[src/nnPkg.sv]
package nnPkg;

	// data widths
	localparam int actWidth = 8;	// activations, in and out
	localparam int weightWidth = 8;
	localparam int biasWidth = 16;

	// 15 products of 16 bits plus the bias cannot overflow this
	localparam int accWidth = 23;

	// fixed point at the activation
	localparam int fracBits = 6;	// bits dropped after rounding
	localparam int actMax = 127;	// saturation ceiling

	// elements per frame unless the top level says otherwise
	localparam int defNumInputs = 15;

	typedef enum logic [1:0]
	{
		stIdle,	// no frame in progress
		stAccum,	// between first and last element
		stActivate	// bias, rounding, relu and clamp
	} neuronState;

endpackage

[src/classDecide.sv]
`timescale 1ns/1ps

module classDecide
	import nnPkg::*;
(
	input logic clk,
	input logic reset,
	input logic actValid0,
	input logic [actWidth-1:0] act0,
	input logic actValid1,
	input logic [actWidth-1:0] act1,
	output logic resultValid,
	output logic resultClass,
	output logic [actWidth-1:0] resultScore
);

	logic bothValid;
	logic act1Wins;
	logic [actWidth-1:0] winScore;

	assign bothValid = actValid0 && actValid1;

	// ties go to class 0
	assign act1Wins = act1 > act0;
	assign winScore = act1Wins ? act1 : act0;

	always_ff @(posedge clk)
	begin
		if (reset)
			resultValid <= 1'b0;
		else
			resultValid <= bothValid;
	end

	always_ff @(posedge clk)
	begin
		if (bothValid)
		begin
			resultClass <= act1Wins;
			resultScore <= winScore;
		end
	end

	// both neurons see the same strobes and count the same frame length
	neuronsLockstep: assert property (
		@(posedge clk) disable iff (reset)
		actValid0 == actValid1
	);

endmodule

[src/classifierTop.sv]
`timescale 1ns/1ps

module classifierTop
	import nnPkg::*;
#(
	parameter int numInputs = defNumInputs,
	// listed from the last element down to element 0
	parameter logic [numInputs*weightWidth-1:0] weights0 = {
		8'sd3, -8'sd12, 8'sd6, -8'sd31, 8'sd21,
		8'sd31, -8'sd22, 8'sd5, -8'sd31, -8'sd4,
		8'sd31, 8'sd26, 8'sd15, -8'sd21, 8'sd1
	},
	parameter logic signed [biasWidth-1:0] bias0 = -16'sd512,
	parameter logic [numInputs*weightWidth-1:0] weights1 = {
		-8'sd1, 8'sd8, 8'sd21, -8'sd15, -8'sd26,
		-8'sd31, 8'sd4, 8'sd31, -8'sd5, 8'sd22,
		-8'sd21, 8'sd31, -8'sd6, 8'sd12, -8'sd3
	},
	parameter logic signed [biasWidth-1:0] bias1 = 16'sd256
)
(
	input logic clk,
	input logic reset,
	input logic inValid,
	input logic signed [actWidth-1:0] inData,
	output logic resultValid,
	output logic resultClass,
	output logic [actWidth-1:0] resultScore
);

	logic actValid0;
	logic [actWidth-1:0] act0;
	logic actValid1;
	logic [actWidth-1:0] act1;

	// both neurons share the input stream
	macNeuron #(
		.numInputs(numInputs),
		.weights(weights0),
		.bias(bias0)
	) neuron0 (
		.clk(clk),
		.reset(reset),
		.inValid(inValid),
		.inData(inData),
		.actValid(actValid0),
		.act(act0)
	);

	macNeuron #(
		.numInputs(numInputs),
		.weights(weights1),
		.bias(bias1)
	) neuron1 (
		.clk(clk),
		.reset(reset),
		.inValid(inValid),
		.inData(inData),
		.actValid(actValid1),
		.act(act1)
	);

	classDecide decide (
		.clk(clk),
		.reset(reset),
		.actValid0(actValid0),
		.act0(act0),
		.actValid1(actValid1),
		.act1(act1),
		.resultValid(resultValid),
		.resultClass(resultClass),
		.resultScore(resultScore)
	);

endmodule

[src/macNeuron.sv]
`timescale 1ns/1ps

module macNeuron
	import nnPkg::*;
#(
	parameter int numInputs = defNumInputs,
	// element k uses the byte at k*weightWidth
	parameter logic [numInputs*weightWidth-1:0] weights = '0,
	parameter logic signed [biasWidth-1:0] bias = '0
)
(
	input logic clk,
	input logic reset,
	input logic inValid,
	input logic signed [actWidth-1:0] inData,
	output logic actValid,
	output logic [actWidth-1:0] act
);

	localparam int cntWidth = (numInputs > 1) ? $clog2(numInputs) : 1;
	localparam logic [cntWidth-1:0] lastIdx = cntWidth'(numInputs - 1);
	localparam int prodWidth = actWidth + weightWidth;
	localparam logic signed [accWidth-1:0] biasExt = accWidth'(bias);
	localparam logic signed [accWidth-1:0] roundHalf = accWidth'(2 ** (fracBits - 1));

	neuronState state;
	neuronState stateNext;

	logic dValid;
	logic signed [actWidth-1:0] dData;
	logic [cntWidth-1:0] cnt;
	logic lastElem;

	logic signed [weightWidth-1:0] weightSel;
	logic signed [prodWidth-1:0] product;
	logic signed [accWidth-1:0] productExt;
	logic signed [accWidth-1:0] acc;
	logic signed [accWidth-1:0] accNext;
	logic signed [accWidth-1:0] sumReg;

	logic signed [accWidth-1:0] biased;
	logic signed [accWidth-1:0] rounded;
	logic signed [accWidth-fracBits-1:0] scaled;
	logic [actWidth-1:0] actNext;

	// input stage, the multiply works from here
	always_ff @(posedge clk)
	begin
		if (reset)
			dValid <= 1'b0;
		else
			dValid <= inValid;
	end

	always_ff @(posedge clk)
	begin
		if (inValid)
			dData <= inData;
	end

	// element counter picks the weight
	assign lastElem = dValid && (cnt == lastIdx);

	always_ff @(posedge clk)
	begin
		if (reset)
			cnt <= '0;
		else if (dValid)
		begin
			if (lastElem)
				cnt <= '0;
			else
				cnt <= cnt + 1'b1;
		end
	end

	assign weightSel = weights[cnt*weightWidth +: weightWidth];
	assign product = dData * weightSel;	// signed 8x8
	assign productExt = {{(accWidth - prodWidth){product[prodWidth-1]}}, product};
	assign accNext = acc + productExt;

	always_ff @(posedge clk)
	begin
		if (reset)
			acc <= '0;
		else if (lastElem)
			acc <= '0;	// free for the next frame at once
		else if (dValid)
			acc <= accNext;
	end

	// final sum of the frame, held while the next one accumulates
	always_ff @(posedge clk)
	begin
		if (lastElem)
			sumReg <= accNext;
	end

	always_comb
	begin
		stateNext = state;
		case (state)
			stIdle, stActivate:
			begin
				// a new frame can start right behind the last one
				if (lastElem)
					stateNext = stActivate;
				else if (dValid)
					stateNext = stAccum;
				else
					stateNext = stIdle;
			end
			stAccum:
			begin
				if (lastElem)
					stateNext = stActivate;
			end
			default:
				stateNext = stIdle;
		endcase
	end

	always_ff @(posedge clk)
	begin
		if (reset)
			state <= stIdle;
		else
			state <= stateNext;
	end

	// bias, round half up, drop fraction
	assign biased = sumReg + biasExt;
	assign rounded = biased + roundHalf;
	assign scaled = rounded[accWidth-1:fracBits];

	always_comb
	begin
		if (biased[accWidth-1])
			actNext = '0;	// relu
		else if (scaled > actMax)
			actNext = actWidth'(actMax);
		else
			actNext = scaled[actWidth-1:0];
	end

	always_ff @(posedge clk)
	begin
		if (reset)
			actValid <= 1'b0;
		else
			actValid <= (state == stActivate);
	end

	always_ff @(posedge clk)
	begin
		if (state == stActivate)
			act <= actNext;
	end

	// counter wraps before it can index past the weight vector
	cntInRange: assert property (
		@(posedge clk) disable iff (reset)
		int'(cnt) < numInputs
	);

	actValidPulse: assert property (
		@(posedge clk) disable iff (reset)
		actValid |=> !actValid
	);

endmodule

[config.mk]
export PLATFORM = sky130hd
export DESIGN_NAME = classifierTop
export DESIGN_NICKNAME = d
export VERILOG_FILES = /design/src/nnPkg.sv /design/src/classDecide.sv /design/src/classifierTop.sv /design/src/macNeuron.sv
export SDC_FILE = /design/constraint.sdc
export NUM_CORES = 1
export LEC_CHECK = 0
export ABC_AREA = 1
export BUFFER_PORTS_ARGS = -buffer_cell sky130_fd_sc_hd__buf_2
export CAP_MARGIN = 30
export CORE_ASPECT_RATIO = 1.5
export CORE_MARGIN = 2
export CORE_UTILIZATION = 30
export DETAILED_ROUTE_END_ITERATION = 6
export PLACE_DENSITY = 0.44
export REMOVE_ABC_BUFFERS = 1
export SLEW_MARGIN = 20
export SYNTH_ARGS = -nofsm -noshare
export SYNTH_HDL_FRONTEND = slang
export SYNTH_SLANG_ARGS = --single-unit
[constraint.sdc]
create_clock -name clk -period 16.4 [get_ports clk]
set_input_delay 3.28 -clock clk [delete_from_list [all_inputs] [get_ports clk]]
set_output_delay 3.28 -clock clk [all_outputs]
set_load 0.005 [all_outputs]
# --- Word-level counts from Yosys, hierarchy flattened ---
# Index checks and enable logic that the tools add are counted.
op_classes:
  add_sub_neg: 8
  multipliers: 2
  order_cmp: 3
  eq_ne: 8
  n_shift: 2
  mux: 12
  n_reduce_logical: 11
ops:
  columns: ["op", "count"]
  rows:
  - ["indexed part select 120 x 8 -> 8 bit (first input constant)", 2]
  - ["adder 23 x 10 -> 23 bit (second input constant)", 2]
  - ["adder 23 x 16 -> 23 bit", 2]
  - ["adder 23 x 7 -> 23 bit (second input constant)", 2]
  - ["greater-than comparator 17 x 8 -> 1 bit (second input constant)", 2]
  - ["multiplier 8 x 8 -> 16 bit", 2]
  - ["two-way mux 7 bit", 2]
  - ["OR reduction 2 bit", 6]
  - ["adder 4 x 1 -> 4 bit (second input constant)", 2]
  - ["== test 4 bit (second input constant)", 2]
  - ["greater-than comparator 8 bit", 1]
  - ["two-way mux 2 bit", 4]
  - ["two-way mux 4 bit", 2]
  - ["two-way mux 8 bit", 1]
  - ["one-hot mux 2 bit (2 select lines)", 2]
  - ["== test 2 x 1 -> 1 bit (second input constant)", 2]
  - ["== test 2 bit (second input constant)", 2]
  - ["zero test 2 bit", 2]
  - ["!= test 2 x 1 -> 1 bit (second input constant)", 2]
  - ["logical AND 1 bit", 3]
  - ["two-way mux 1 bit", 1]
word_totals:
  regBits: 141
  inputBits: 11
  out_inout_bits: 10
  wordCells: 65

# --- Logic depth before layout (Yosys ltp) ---
# Gate-level depths: netlist (run 1).
logic_depth:
  ltp_word: 4
  mapped_depth: 31
  mapped_depth_nobuf: 30

# --- Cells and area by module ---
# A second synthesis (run 1) with hierarchy kept.
hier_totals:
  cells_unflattened: 1819
  hier_area_um2: 15334.7
modules_own_cells:
  columns: ["module", "instances", "cells_per_inst", "area_per_inst_um2", "seq_area_each_um2"]
  rows:
  - ["macNeuron (neuron0)", 1, 881, 7427.1, 1641.6]
  - ["macNeuron (neuron1)", 1, 864, 7235.7, 1641.6]
  - ["classDecide", 1, 74, 671.9, 290.3]

# --- Least setup slack after synthesis (run 1) ---
# OpenSTA, ideal clock, no wires.
synth_path:
  path_type: "register -> register"
  start: "register neuron1.cnt[0]"
  end: "register neuron1.sumReg[18] (data pin)"
  setup_time_ps: 258
  arrival_ps: 6129
  t_required_ps: 16142
  path_slack_ps: 10013
  path_stages_with_launch: 27
  n_path_buf: 0
  synth_period_minus_slack_ps: 6387
  cell_sequence: "dfxtp_1 > inv_1 > ha_1 > nand2_1 > nand3_1 > and2_1 > nor2_1 > inv_1 > fa_1 > inv_1 > fa_1 > fa_1 > fa_1 > inv_1 > fa_1 > inv_1 > ha_1 > a21oi_1 > nand2_1 > a21oi_1 > o21ai_1 > nor2_1 > o21ai_1 > nand2_1 > nand2_1 > nand2_1 > nand2_1"
synth_between:
  elab_chain_cells: 3
synth_lines:
  columns: ["item", "line_no", "text"]
  rows:
  - ["start, declared", "macNeuron.sv:31", "logic [cntWidth-1:0] cnt;"]
  - ["start signal, assigned", "macNeuron.sv:73", "cnt <= cnt + 1'b1;"]
  - ["indexed part select 120 x 8 -> 8 bit", "macNeuron.sv:77", "assign weightSel = weights[cnt*weightWidth +: weightWidth];"]
  - ["multiplier 8 x 8 -> 16 bit", "macNeuron.sv:78", "assign product = dData * weightSel;"]
  - ["adder 23 x 16 -> 23 bit", "macNeuron.sv:80", "assign accNext = acc + productExt;"]
  - ["net neuron1.accNext[18]", "macNeuron.sv:38", "logic signed [accWidth-1:0] accNext;"]
  - ["end signal, assigned", "macNeuron.sv:96", "sumReg <= accNext;"]
  - ["end, declared", "macNeuron.sv:39", "logic signed [accWidth-1:0] sumReg;"]
# The timed path passes the listed nets, and every way through them passes these cells.
# A chain may end at the register's enable or synchronous reset.

# --- Worst setup path in the final report (run 1) ---
layout_path:
  start: "register neuron0.cnt[0]"
  end: "register neuron0.sumReg[11] (data pin)"
layout_between:
  elab_chain_cells: 3
layout_lines:
  columns: ["item", "line_no"]
  rows:
  - ["start, declared", "macNeuron.sv:31"]
  - ["start signal, assigned", "macNeuron.sv:73"]
  - ["indexed part select 120 x 8 -> 8 bit", "macNeuron.sv:77"]
  - ["multiplier 8 x 8 -> 16 bit", "macNeuron.sv:78"]
  - ["adder 23 x 16 -> 23 bit", "macNeuron.sv:80"]
  - ["net neuron0.accNext[11]", "macNeuron.sv:38"]
  - ["end signal, assigned", "macNeuron.sv:96"]
  - ["end, declared", "macNeuron.sv:39"]
# The timed path passes the listed nets, and every way through them passes these cells.

==> flow_summary.toml, run 1 <==
[setup_path]
worstPathCellList = "inv_1 -> ha_1 -> nor2_1 -> a211o_1 -> nand2_1 -> nor2_1 -> inv_1 -> o21ai_0 -> ha_1 -> inv_1 -> fa_1 -> inv_1 -> fa_1 -> fa_1 -> inv_1 -> fa_1 -> inv_1 -> ha_1 -> nand2_1 -> o21ai_0 -> a21oi_1 -> o21ai_0 -> xor2_1"
critPathLaunchType = "register"
slowest_stage = "fa_1"
required_ps = 16570
max_stage_delay_ps = 550
cpMostUsedCell = "inv_1"
cp_top_family = "adder cells"
crit_fanout = 13
cp.arrival_ps = 6820
end_kind = "register"
critical_path_buf_inv_count = 6
path_class = "register to register"

[sta]
post-route-period-util_pct = 40.6
tns_ps = 0
worst_slew_pin_slew_ps = 847
fmax_mhz = 150
finalHoldViolations = 0
post-route-min-period_ps = 6650
relSlewSlack_pct = 43.5
finClkSkew_ps = 11.6
rsz0062_at_grt = "false"
setup_viol = 0
maxSlewViolCount = 0

[cells_and_area]
n_antenna_cell = 0
nFillCells = 5175
seq_area_mm2 = 0.00331
multiInputGateArea_mm2 = 0.0101
synthToLayoutAreaGrowth_pct = 10.0
drive_above_1_share_pct = 7.64
final_nets = 2090

[clock_network]
cts_max_level = 4
numCtsBuffers = 17
cts_tree = "built"
clock_sinks = 131
cts_setup_buffers = 0
ctsResizeCount = 0
root_buffer = "clkbuf_16"
cts_hold_buffers = 0
clock_latency_ps = 440
cts.clk_slew.worst_paths_ps = 60
clockBufferDepth = 2

[route]
viasPerCell = 4.51
drc = 0
via_count = 10900
ant_nets = 0
drt_iter0_markers = 445
dr.pass1.iters = 5
wl_per_cell_um = 15.8
routed_wl_um = 38200

[floorplan]
fp.dieW_um = 185
core_region_area_mm2 = 0.0486
die_h_um = 276
start_util_pct = 30.4
io_pins = 21
core.rowCount = 99
design.die.area_mm2 = 0.0510

[synth]
postSynth.asyncResetShare_pct = 0
synth_cell_types = 45
synth_ff_type = "edfxtp_1"
ys_ff_latch = 131
synth-seq-area-share_pct = 22.5
syn_inst = 1733
syn_area_per_cell_um2 = 8.51
yosys_warnings = 0
synth_edf_count = 69
syn_area_mm2 = 0.0148

[grt]
grtUsageMet1_pct = 15.6
grt_pass1_wl_um = 62400
antenna_found_initial = 0
grtUsageMet3_pct = 1.74
grt_pass1_vias = 11800
met2_usage_pct = 33.0
top_usage_layer = "met2"
grt-ovfl-total = 0
grt_usage_pct = 16.1
grt_max_degree = 70

[job]
cap_violations = 0

[placed_design]
port-buffer-count = 20
gp_congestion = 0.840
dp_hpwl_um = 31700

[outcome]
status = "finished, final reports clean"

[worst_hold_path]
hp-class = "register to register"
worst paths after layout:
check,startpoint,cells after the start,slack (ps),to
worst max-delay path,neuron0.cnt[0],23,9750,neuron0.sumReg[11]
worst min-delay path,neuron0.state[1],2,450,neuron0.actValid
worst max register to register,neuron0.cnt[0],23,9750,neuron0.sumReg[11]
worst min register to register,neuron0.state[1],2,450,neuron0.actValid
cell families (layout without fill, tap and decap cells):
| logic type | Yosys count | in the layout | synth area share, % |
|---|---|---|---|
| xor gates and xnor gates | 78 | 78 | 4.73 |
| DFF | 131 | 131 | 22.5 |
| AOI/OAI and AO/OA | 205 | 205 | 7.60 |
| adders and majority gates | 326 | 326 | 37.1 |
| and+or+nand+nor | 626 | 626 | 18.7 |
| buffers and inverters | 367 | 400 | 9.40 |
metrics by stage:
step                utilization [%]  instances  instance area (um2)  hold WS (ps)  setup slack, ps
global route                   33.4       2422                16200           499             9270
finish                         33.4       2422                16200           452             9750
floorplan                         -       1704                14600           417            10000
CTS                            33.4       2422                16200           460             9720
detailed placement             32.2       2390                15600           444             9750
global placement               32.2       2389                15600           449             9810
sequential cells by signal, summed over array words and instances (netlist names), 2 cells and up:
name                count
neuron0.acc            23
neuron1.acc            23
neuron0.sumReg         18
neuron1.sumReg         18
decide.resultScore      8
neuron0.act             8
neuron0.dData           8
neuron1.act             8
neuron0.cnt             4
neuron1.cnt             4
neuron0.state           2
neuron1.state           2
tightest hold or removal path, delay by kind of cell, from the launching register on:
kind	cells	cell delay (ps)
buffers and inverters	1	60
flip-flops	1	310
AND/OR/NAND/NOR	1	40
cells in the final DEF (no fill, tap or decap), types with 13 or more instances in the layout:
cell | synthesis | routed
dfxtp_1 | 62 | 61
inv_1 | 326 | 326
ha_1 | 140 | 140
nor3_1 | 13 | 13
nand2_2 | 15 | 15
nand3_1 | 56 | 56
fa_1 | 186 | 186
nor2_1 | 211 | 209
clkbuf_16 | 0 | 17
xor2_1 | 52 | 52
o21ai_0 | 80 | 80
xnor2_1 | 24 | 24
buf_2 | 7 | 20
nand2_1 | 264 | 264
edfxtp_1 | 69 | 69
nand4_1 | 26 | 26
a21oi_1 | 83 | 83
synthesized netlist by cell type, types with 2 or more instances:
cell / instances / area, um2
o21ai_0: 80 / 400
nand3_2: 3 / 30.0
buf_1: 4 / 15.0
nand2_4: 5 / 56.3
nor2_4: 8 / 90.1
xor2_1: 52 / 455
edfxtp_1: 69 / 2070
o211ai_1: 8 / 60.1
nor3_1: 13 / 65.1
nand2_1: 264 / 991
o21bai_1: 4 / 30.0
o21ai_1: 8 / 40.0
o31ai_1: 3 / 22.5
nor4_1: 2 / 12.5
or2_2: 4 / 25.0
a21o_1: 2 / 15.0
inv_1: 326 / 1220
a21oi_2: 7 / 61.3
nor2_1: 211 / 792
nand3_1: 56 / 280
nor2_2: 10 / 62.6
ha_1: 140 / 1750
a211oi_1: 2 / 15.0
o21a_1: 3 / 22.5
nor3_2: 4 / 40.0
o2111ai_1: 2 / 17.5
xnor2_1: 24 / 210
a21oi_1: 83 / 415
and2_1: 2 / 12.5
dfxtp_1: 62 / 1240
clkbuf_1: 18 / 67.6
nand2_2: 15 / 93.8
inv_2: 9 / 33.8
nand4_1: 26 / 163
buf_2: 7 / 35.0
fa_1: 186 / 3720
clkinv_1: 3 / 11.3
routing by layer:
layer / wire [um] / share of wire, %
met2: 22200 / 58
met4: 1540 / 4.0
met3: 547 / 1.4
met1: 13900 / 36
met5: 0 / 0
area by class of cell:
cell class	count	share of cell area [%]
flip-flops and latches	131	20.4
clock buffers	17	2.62
clock inverters	15	1.02
well taps	656	5.06
multi-input cells	1235	62.0
repair buffers	30	1.13
inverters	338	7.81
Power of run 1 is left out: the tool's default activity adds up to more than one toggle a clock period on the data nets, which glitch-free logic cannot reach.
==> run 2: changes to the inputs <==
Clock period 16.4 ns to 6.2 ns, I/O delays scaled along.
==> run 2 against run 1 <==
Net effect: global-route usage up 0.59 points; sequential share of layout area down 0.78 points; fmax rose by 13%; wire length is 3.0% higher; highest routed layer unchanged; setup slack lost 9500 ps.
==> flow_summary.toml, run 2 (synthesized netlist as in run 1, its figures left out) <==
[outcome]
status = "finished, final reports clean"

[sta]
worst_slew_pin_slew_ps = 882
post-route-min-period_ps = 5910
maxSlewViolCount = 0
finClkSkew_ps = 12.0
post-route-period-util_pct = 95.3
relSlewSlack_pct = 41.1
setup_viol = 0
finalHoldViolations = 0
tns_ps = 0
fmax_mhz = 169
rsz0062_at_grt = "false"

[route]
routed_wl_um = 39300
ant_nets = 0
viasPerCell = 4.49
drt_iter0_markers = 430
drc = 0
via_count = 11200
dr.pass1.iters = 5
wl_per_cell_um = 15.7

[grt]
grt_pass1_wl_um = 64600
grt_usage_pct = 16.7
grt_pass1_vias = 12200
antenna_found_initial = 0
grt-ovfl-total = 0
grt_max_degree = 70

[setup_path]
critical_path_buf_inv_count = 9
cp_top_family = "adder cells"
end_kind = "register"
crit_fanout = 5
critPathLaunchType = "register"
slowest_stage = "fa_1"
path_class = "register to register"
required_ps = 6590
cpMostUsedCell = "inv_1"
cp.arrival_ps = 6300
max_stage_delay_ps = 590

[placed_design]
dp_hpwl_um = 33300
gp_congestion = 0.833
port-buffer-count = 20
dp.cells = 2467

[clock_network]
clockBufferDepth = 2
numCtsBuffers = 17
clock_sinks = 131
cts_tree = "built"
clock_latency_ps = 440
cts_max_level = 4
root_buffer = "clkbuf_16"
cts.clk_slew.worst_paths_ps = 60

[job]
cap_violations = 0

[floorplan]
io_pins = 21
core.rowCount = 99
die_h_um = 276
design.die.area_mm2 = 0.0510
core_region_area_mm2 = 0.0486
start_util_pct = 30.4
fp.dieW_um = 185

[cells_and_area]
final_cell_mix = "inv_1 (325), nand2_1 (259), nor2_1 (208)"
final_cells = 2501
fin_util_pct = 34.8
final_common_cell = "inv_1"
top_regs = "neuron0.acc: 23 flops, neuron1.acc: 23 flops"
final_nets = 2169
synthToLayoutAreaGrowth_pct = 14.4
n_antenna_cell = 0
drive_above_1_share_pct = 12.1

[worst_hold_path]
hp-class = "register to register"
==> run 2: layer usage <==
metal	GRT usage (%)	vias to the layer above	share of wire, %
met3	1.64	54	1.3
li1	-	5629	-
met2	34.7	102	59
met5	0	-	0
met4	6.87	0	3.6
met1	16.3	5456	36
==> run 2: tightest hold or removal path, stage by stage (launching register included) <==
cell	delay, ps
dfxtp_1	310
inv_1	60
nor3_1	40
==> run 2: cell type report <==
class	instances	area [um2]
timing repair buffer	109	801
clock inverter	14	146
fill	5129	31700
clock buffer	18	429
inverter	338	1270
sequential	131	3310
tap	656	821
multi-input combinational	1235	10100
==> run 2: stage by stage <==
stage | setup slack (ps) | cell area [um2] | hold WS (ps)
after floorplan | -197 | 14600 | 417
after global routing | 2.28 | 16900 | 490
after global placement | 322 | 16200 | 439
final | 291 | 16900 | 454
after detailed placement | 274 | 16200 | 443
after CTS | 259 | 16800 | 456
==> run 2: path summary, 6_finish.rpt <==
check / end / depth (start not counted) / from / slack [ps]
setup / recovery: neuron1.acc[21] / 28 / neuron1.cnt[0] / 290
hold / removal: neuron0.actValid / 2 / neuron0.state[1] / 450
setup reg to reg: neuron1.acc[21] / 28 / neuron1.cnt[0] / 290
hold reg to reg: neuron0.actValid / 2 / neuron0.state[1] / 450
==> run 2: timing repair <==
item,CTS,global route
hold buffers,0,0
hold endpoints to repair,0,0
buffers inserted,0,2
endpoints found under the setup margin,0,18
gates resized for setup,0,12
Power of run 2 is left out for the same reason.
==> run 3: changes to the inputs <==
Settings changed: ABC_AREA 1 to not set.
==> run 3 against run 2 <==
Net effect: area after synthesis fell by 2.1%; sequential share of layout area grew 0.36 points; synthesized cell count shrank 16%; register-to-register slack worse by 20 ps; clock-buffer cell count unchanged; global-route usage decreased by 1.5 points; first-iteration DRC count is 12% lower; via count down 8.8%; die area fell by 2.1%; utilization up 0.11 points; non-clock buffer count increased by 4; setup slack got worse by 16 ps.
==> flow_summary.toml, run 3 <==
[outcome]
status = "finished, final reports clean"

[setup_path]
rrSetupSlack_ps = 270
r2r-start = "neuron0.cnt[0]"
slowest_stage = "fa_1"
cp_top_family = "adder cells"
r2r_cells = 26
cpMostUsedCell = "fa_1"
critical_path_buf_inv_count = 7
crit_fanout = 6
path_class = "register to register"
cp.arrival_ps = 6260
required_ps = 6540
critPathLaunchType = "register"
end_kind = "register"
max_stage_delay_ps = 540
r2r_end = "neuron0.acc[21]"

[placed_design]
dp_hpwl_um = 30100
port-buffer-count = 20
gp_congestion = 0.802
dp_slack_ps = -19.9

[synth]
syn_area_per_cell_um2 = 9.92
synth_most_common_cell = "inv_1"
postSynth.asyncResetShare_pct = 0
ys_ff_latch = 131
syn_area_mm2 = 0.0144
synthTopCellsByCount = "inv_1 (201), fa_1 (186), ha_1 (140)"
syn_inst = 1456
synth_top_area_share_pct = 25.8
synth_area_leaders = "fa_1 (26%), edfxtp_1 (14%), ha_1 (12%), dfxtp_1 (8.6%), inv_1 (5.2%)"
yosys_warnings = 0
synth_cell_types = 77
synth-seq-area-share_pct = 22.9
synth_edf_count = 69
synth_ff_type = "edfxtp_1"
yosys.area.top_type = "fa_1"

[grt]
grt-ovfl-total = 0
grt_usage_pct = 15.2
grt_pass1_wl_um = 58400
antenna_found_initial = 0
grt_max_degree = 28
grt_pass1_vias = 10900

[floorplan]
fp.dieW_um = 183
io_pins = 21
start_util_pct = 30.4
core.rowCount = 98
die_h_um = 273
core_region_area_mm2 = 0.0476
design.die.area_mm2 = 0.0499

[route]
via_count = 10300
drc = 0
dr.pass1.iters = 4
wl_per_cell_um = 17.0
ant_nets = 0
drt_iter0_markers = 377
viasPerCell = 4.76
routed_wl_um = 36600

[sta]
post-route-min-period_ps = 5930
post-route-period-util_pct = 95.6
finClkSkew_ps = 13.7
fin_ws_ps = 275
setup_viol = 0
maxSlewViolCount = 0
rsz0062_at_grt = "true"
relSlewSlack_pct = 44.8
fmax_mhz = 169
finalHoldViolations = 0
worst_slew_pin_slew_ps = 825

[clock_network]
cts_tree = "built"
cts_max_level = 4
clock_latency_ps = 450
clock_sinks = 131
root_buffer = "clkbuf_16"
cts.clk_slew.worst_paths_ps = 70
numCtsBuffers = 17
clockBufferDepth = 2

[cells_and_area]
final_cell_mix = "inv_1 (195), fa_1 (182), ha_1 (136)"
final_nets = 1880
multiInputGateArea_mm2 = 0.0104
synthToLayoutAreaGrowth_pct = 14.9
n_antenna_cell = 0
seq_area_mm2 = 0.00332
nFillCells = 4865
final_common_cell = "inv_1"
drive_above_1_share_pct = 14.5
top_regs = "neuron0.acc: 23 flops, neuron1.acc: 23 flops"

[worst_hold_path]
hp-class = "register to register"
hold_end = "neuron1.state[0]"
hold_depth = 1
hp-start = "neuron1.state[1]"

[job]
cap_violations = 0
==> run 3: cells by family after synthesis <==
kind of cell | after synthesis | share of synthesized area [%]
xor+xnor | 89 | 5.40
flops | 131 | 22.9
compound gates | 208 | 9.54
mux | 51 | 3.76
fa+ha+maj | 327 | 38.0
simple gates | 402 | 13.9
buf+inv | 248 | 6.48
==> run 3: what timing repair did <==
item                                    in CTS  in global routing
pin swaps                                    1                 23
endpoints found under the setup margin       6                 31
buffers inserted                             1                  7
gates resized for setup                      3                 62
hold buffers                                 0                  0
==> run 3: layer usage <==
metal	GRT usage (%)	vias up	wire length (um)
met2	30.2	93	20900
met5	0	-	0
li1	-	5034	-
met4	5.37	0	1000
met3	1.57	36	509
met1	16.3	5092	14200
==> run 3: metrics by stage <==
step | setup TNS (ps) | instances | utilization, % | hold WS [ps] | cell area [um2]
6_report | 0 | 2156 | 34.9 | 474 | 16600
3_3_place_gp | 0 | 2115 | 33.2 | 456 | 15800
5_1_grt | -59.3 | 2156 | 34.9 | 507 | 16600
4_1_cts | 0 | 2148 | 34.4 | 481 | 16300
2_1_floorplan | -4610 | 1411 | - | 440 | 14300
3_5_place_dp | -19.9 | 2115 | 33.2 | 466 | 15800
==> run 3: final cells by class <==
| cell class | instances | area share [%] |
|---|---|---|
| Clock inverter | 14 | 0.709 |
| Tap cell | 600 | 4.52 |
| Inverter | 203 | 4.59 |
| Sequential cell | 131 | 20.0 |
| Timing Repair Buffer | 113 | 5.05 |
| Multi-Input combinational cell | 1077 | 62.5 |
| Clock buffer | 18 | 2.59 |
==> run 3: worst max path at each step <==
stage	start	to	slack, ps	cells after the start
after floorplan	neuron1.cnt[0]	neuron1.acc[21]	-510	23
final	neuron0.cnt[0]	neuron0.acc[21]	270	26
after global routing	neuron0.cnt[0]	neuron0.acc[21]	-30	26
after CTS	neuron0.cnt[1]	neuron0.acc[21]	10	21
after detailed placement	neuron1.cnt[0]	neuron1.acc[22]	-20	23
after global placement	neuron0.cnt[0]	neuron0.acc[15]	4	24
Power of run 3 is left out for the same reason.
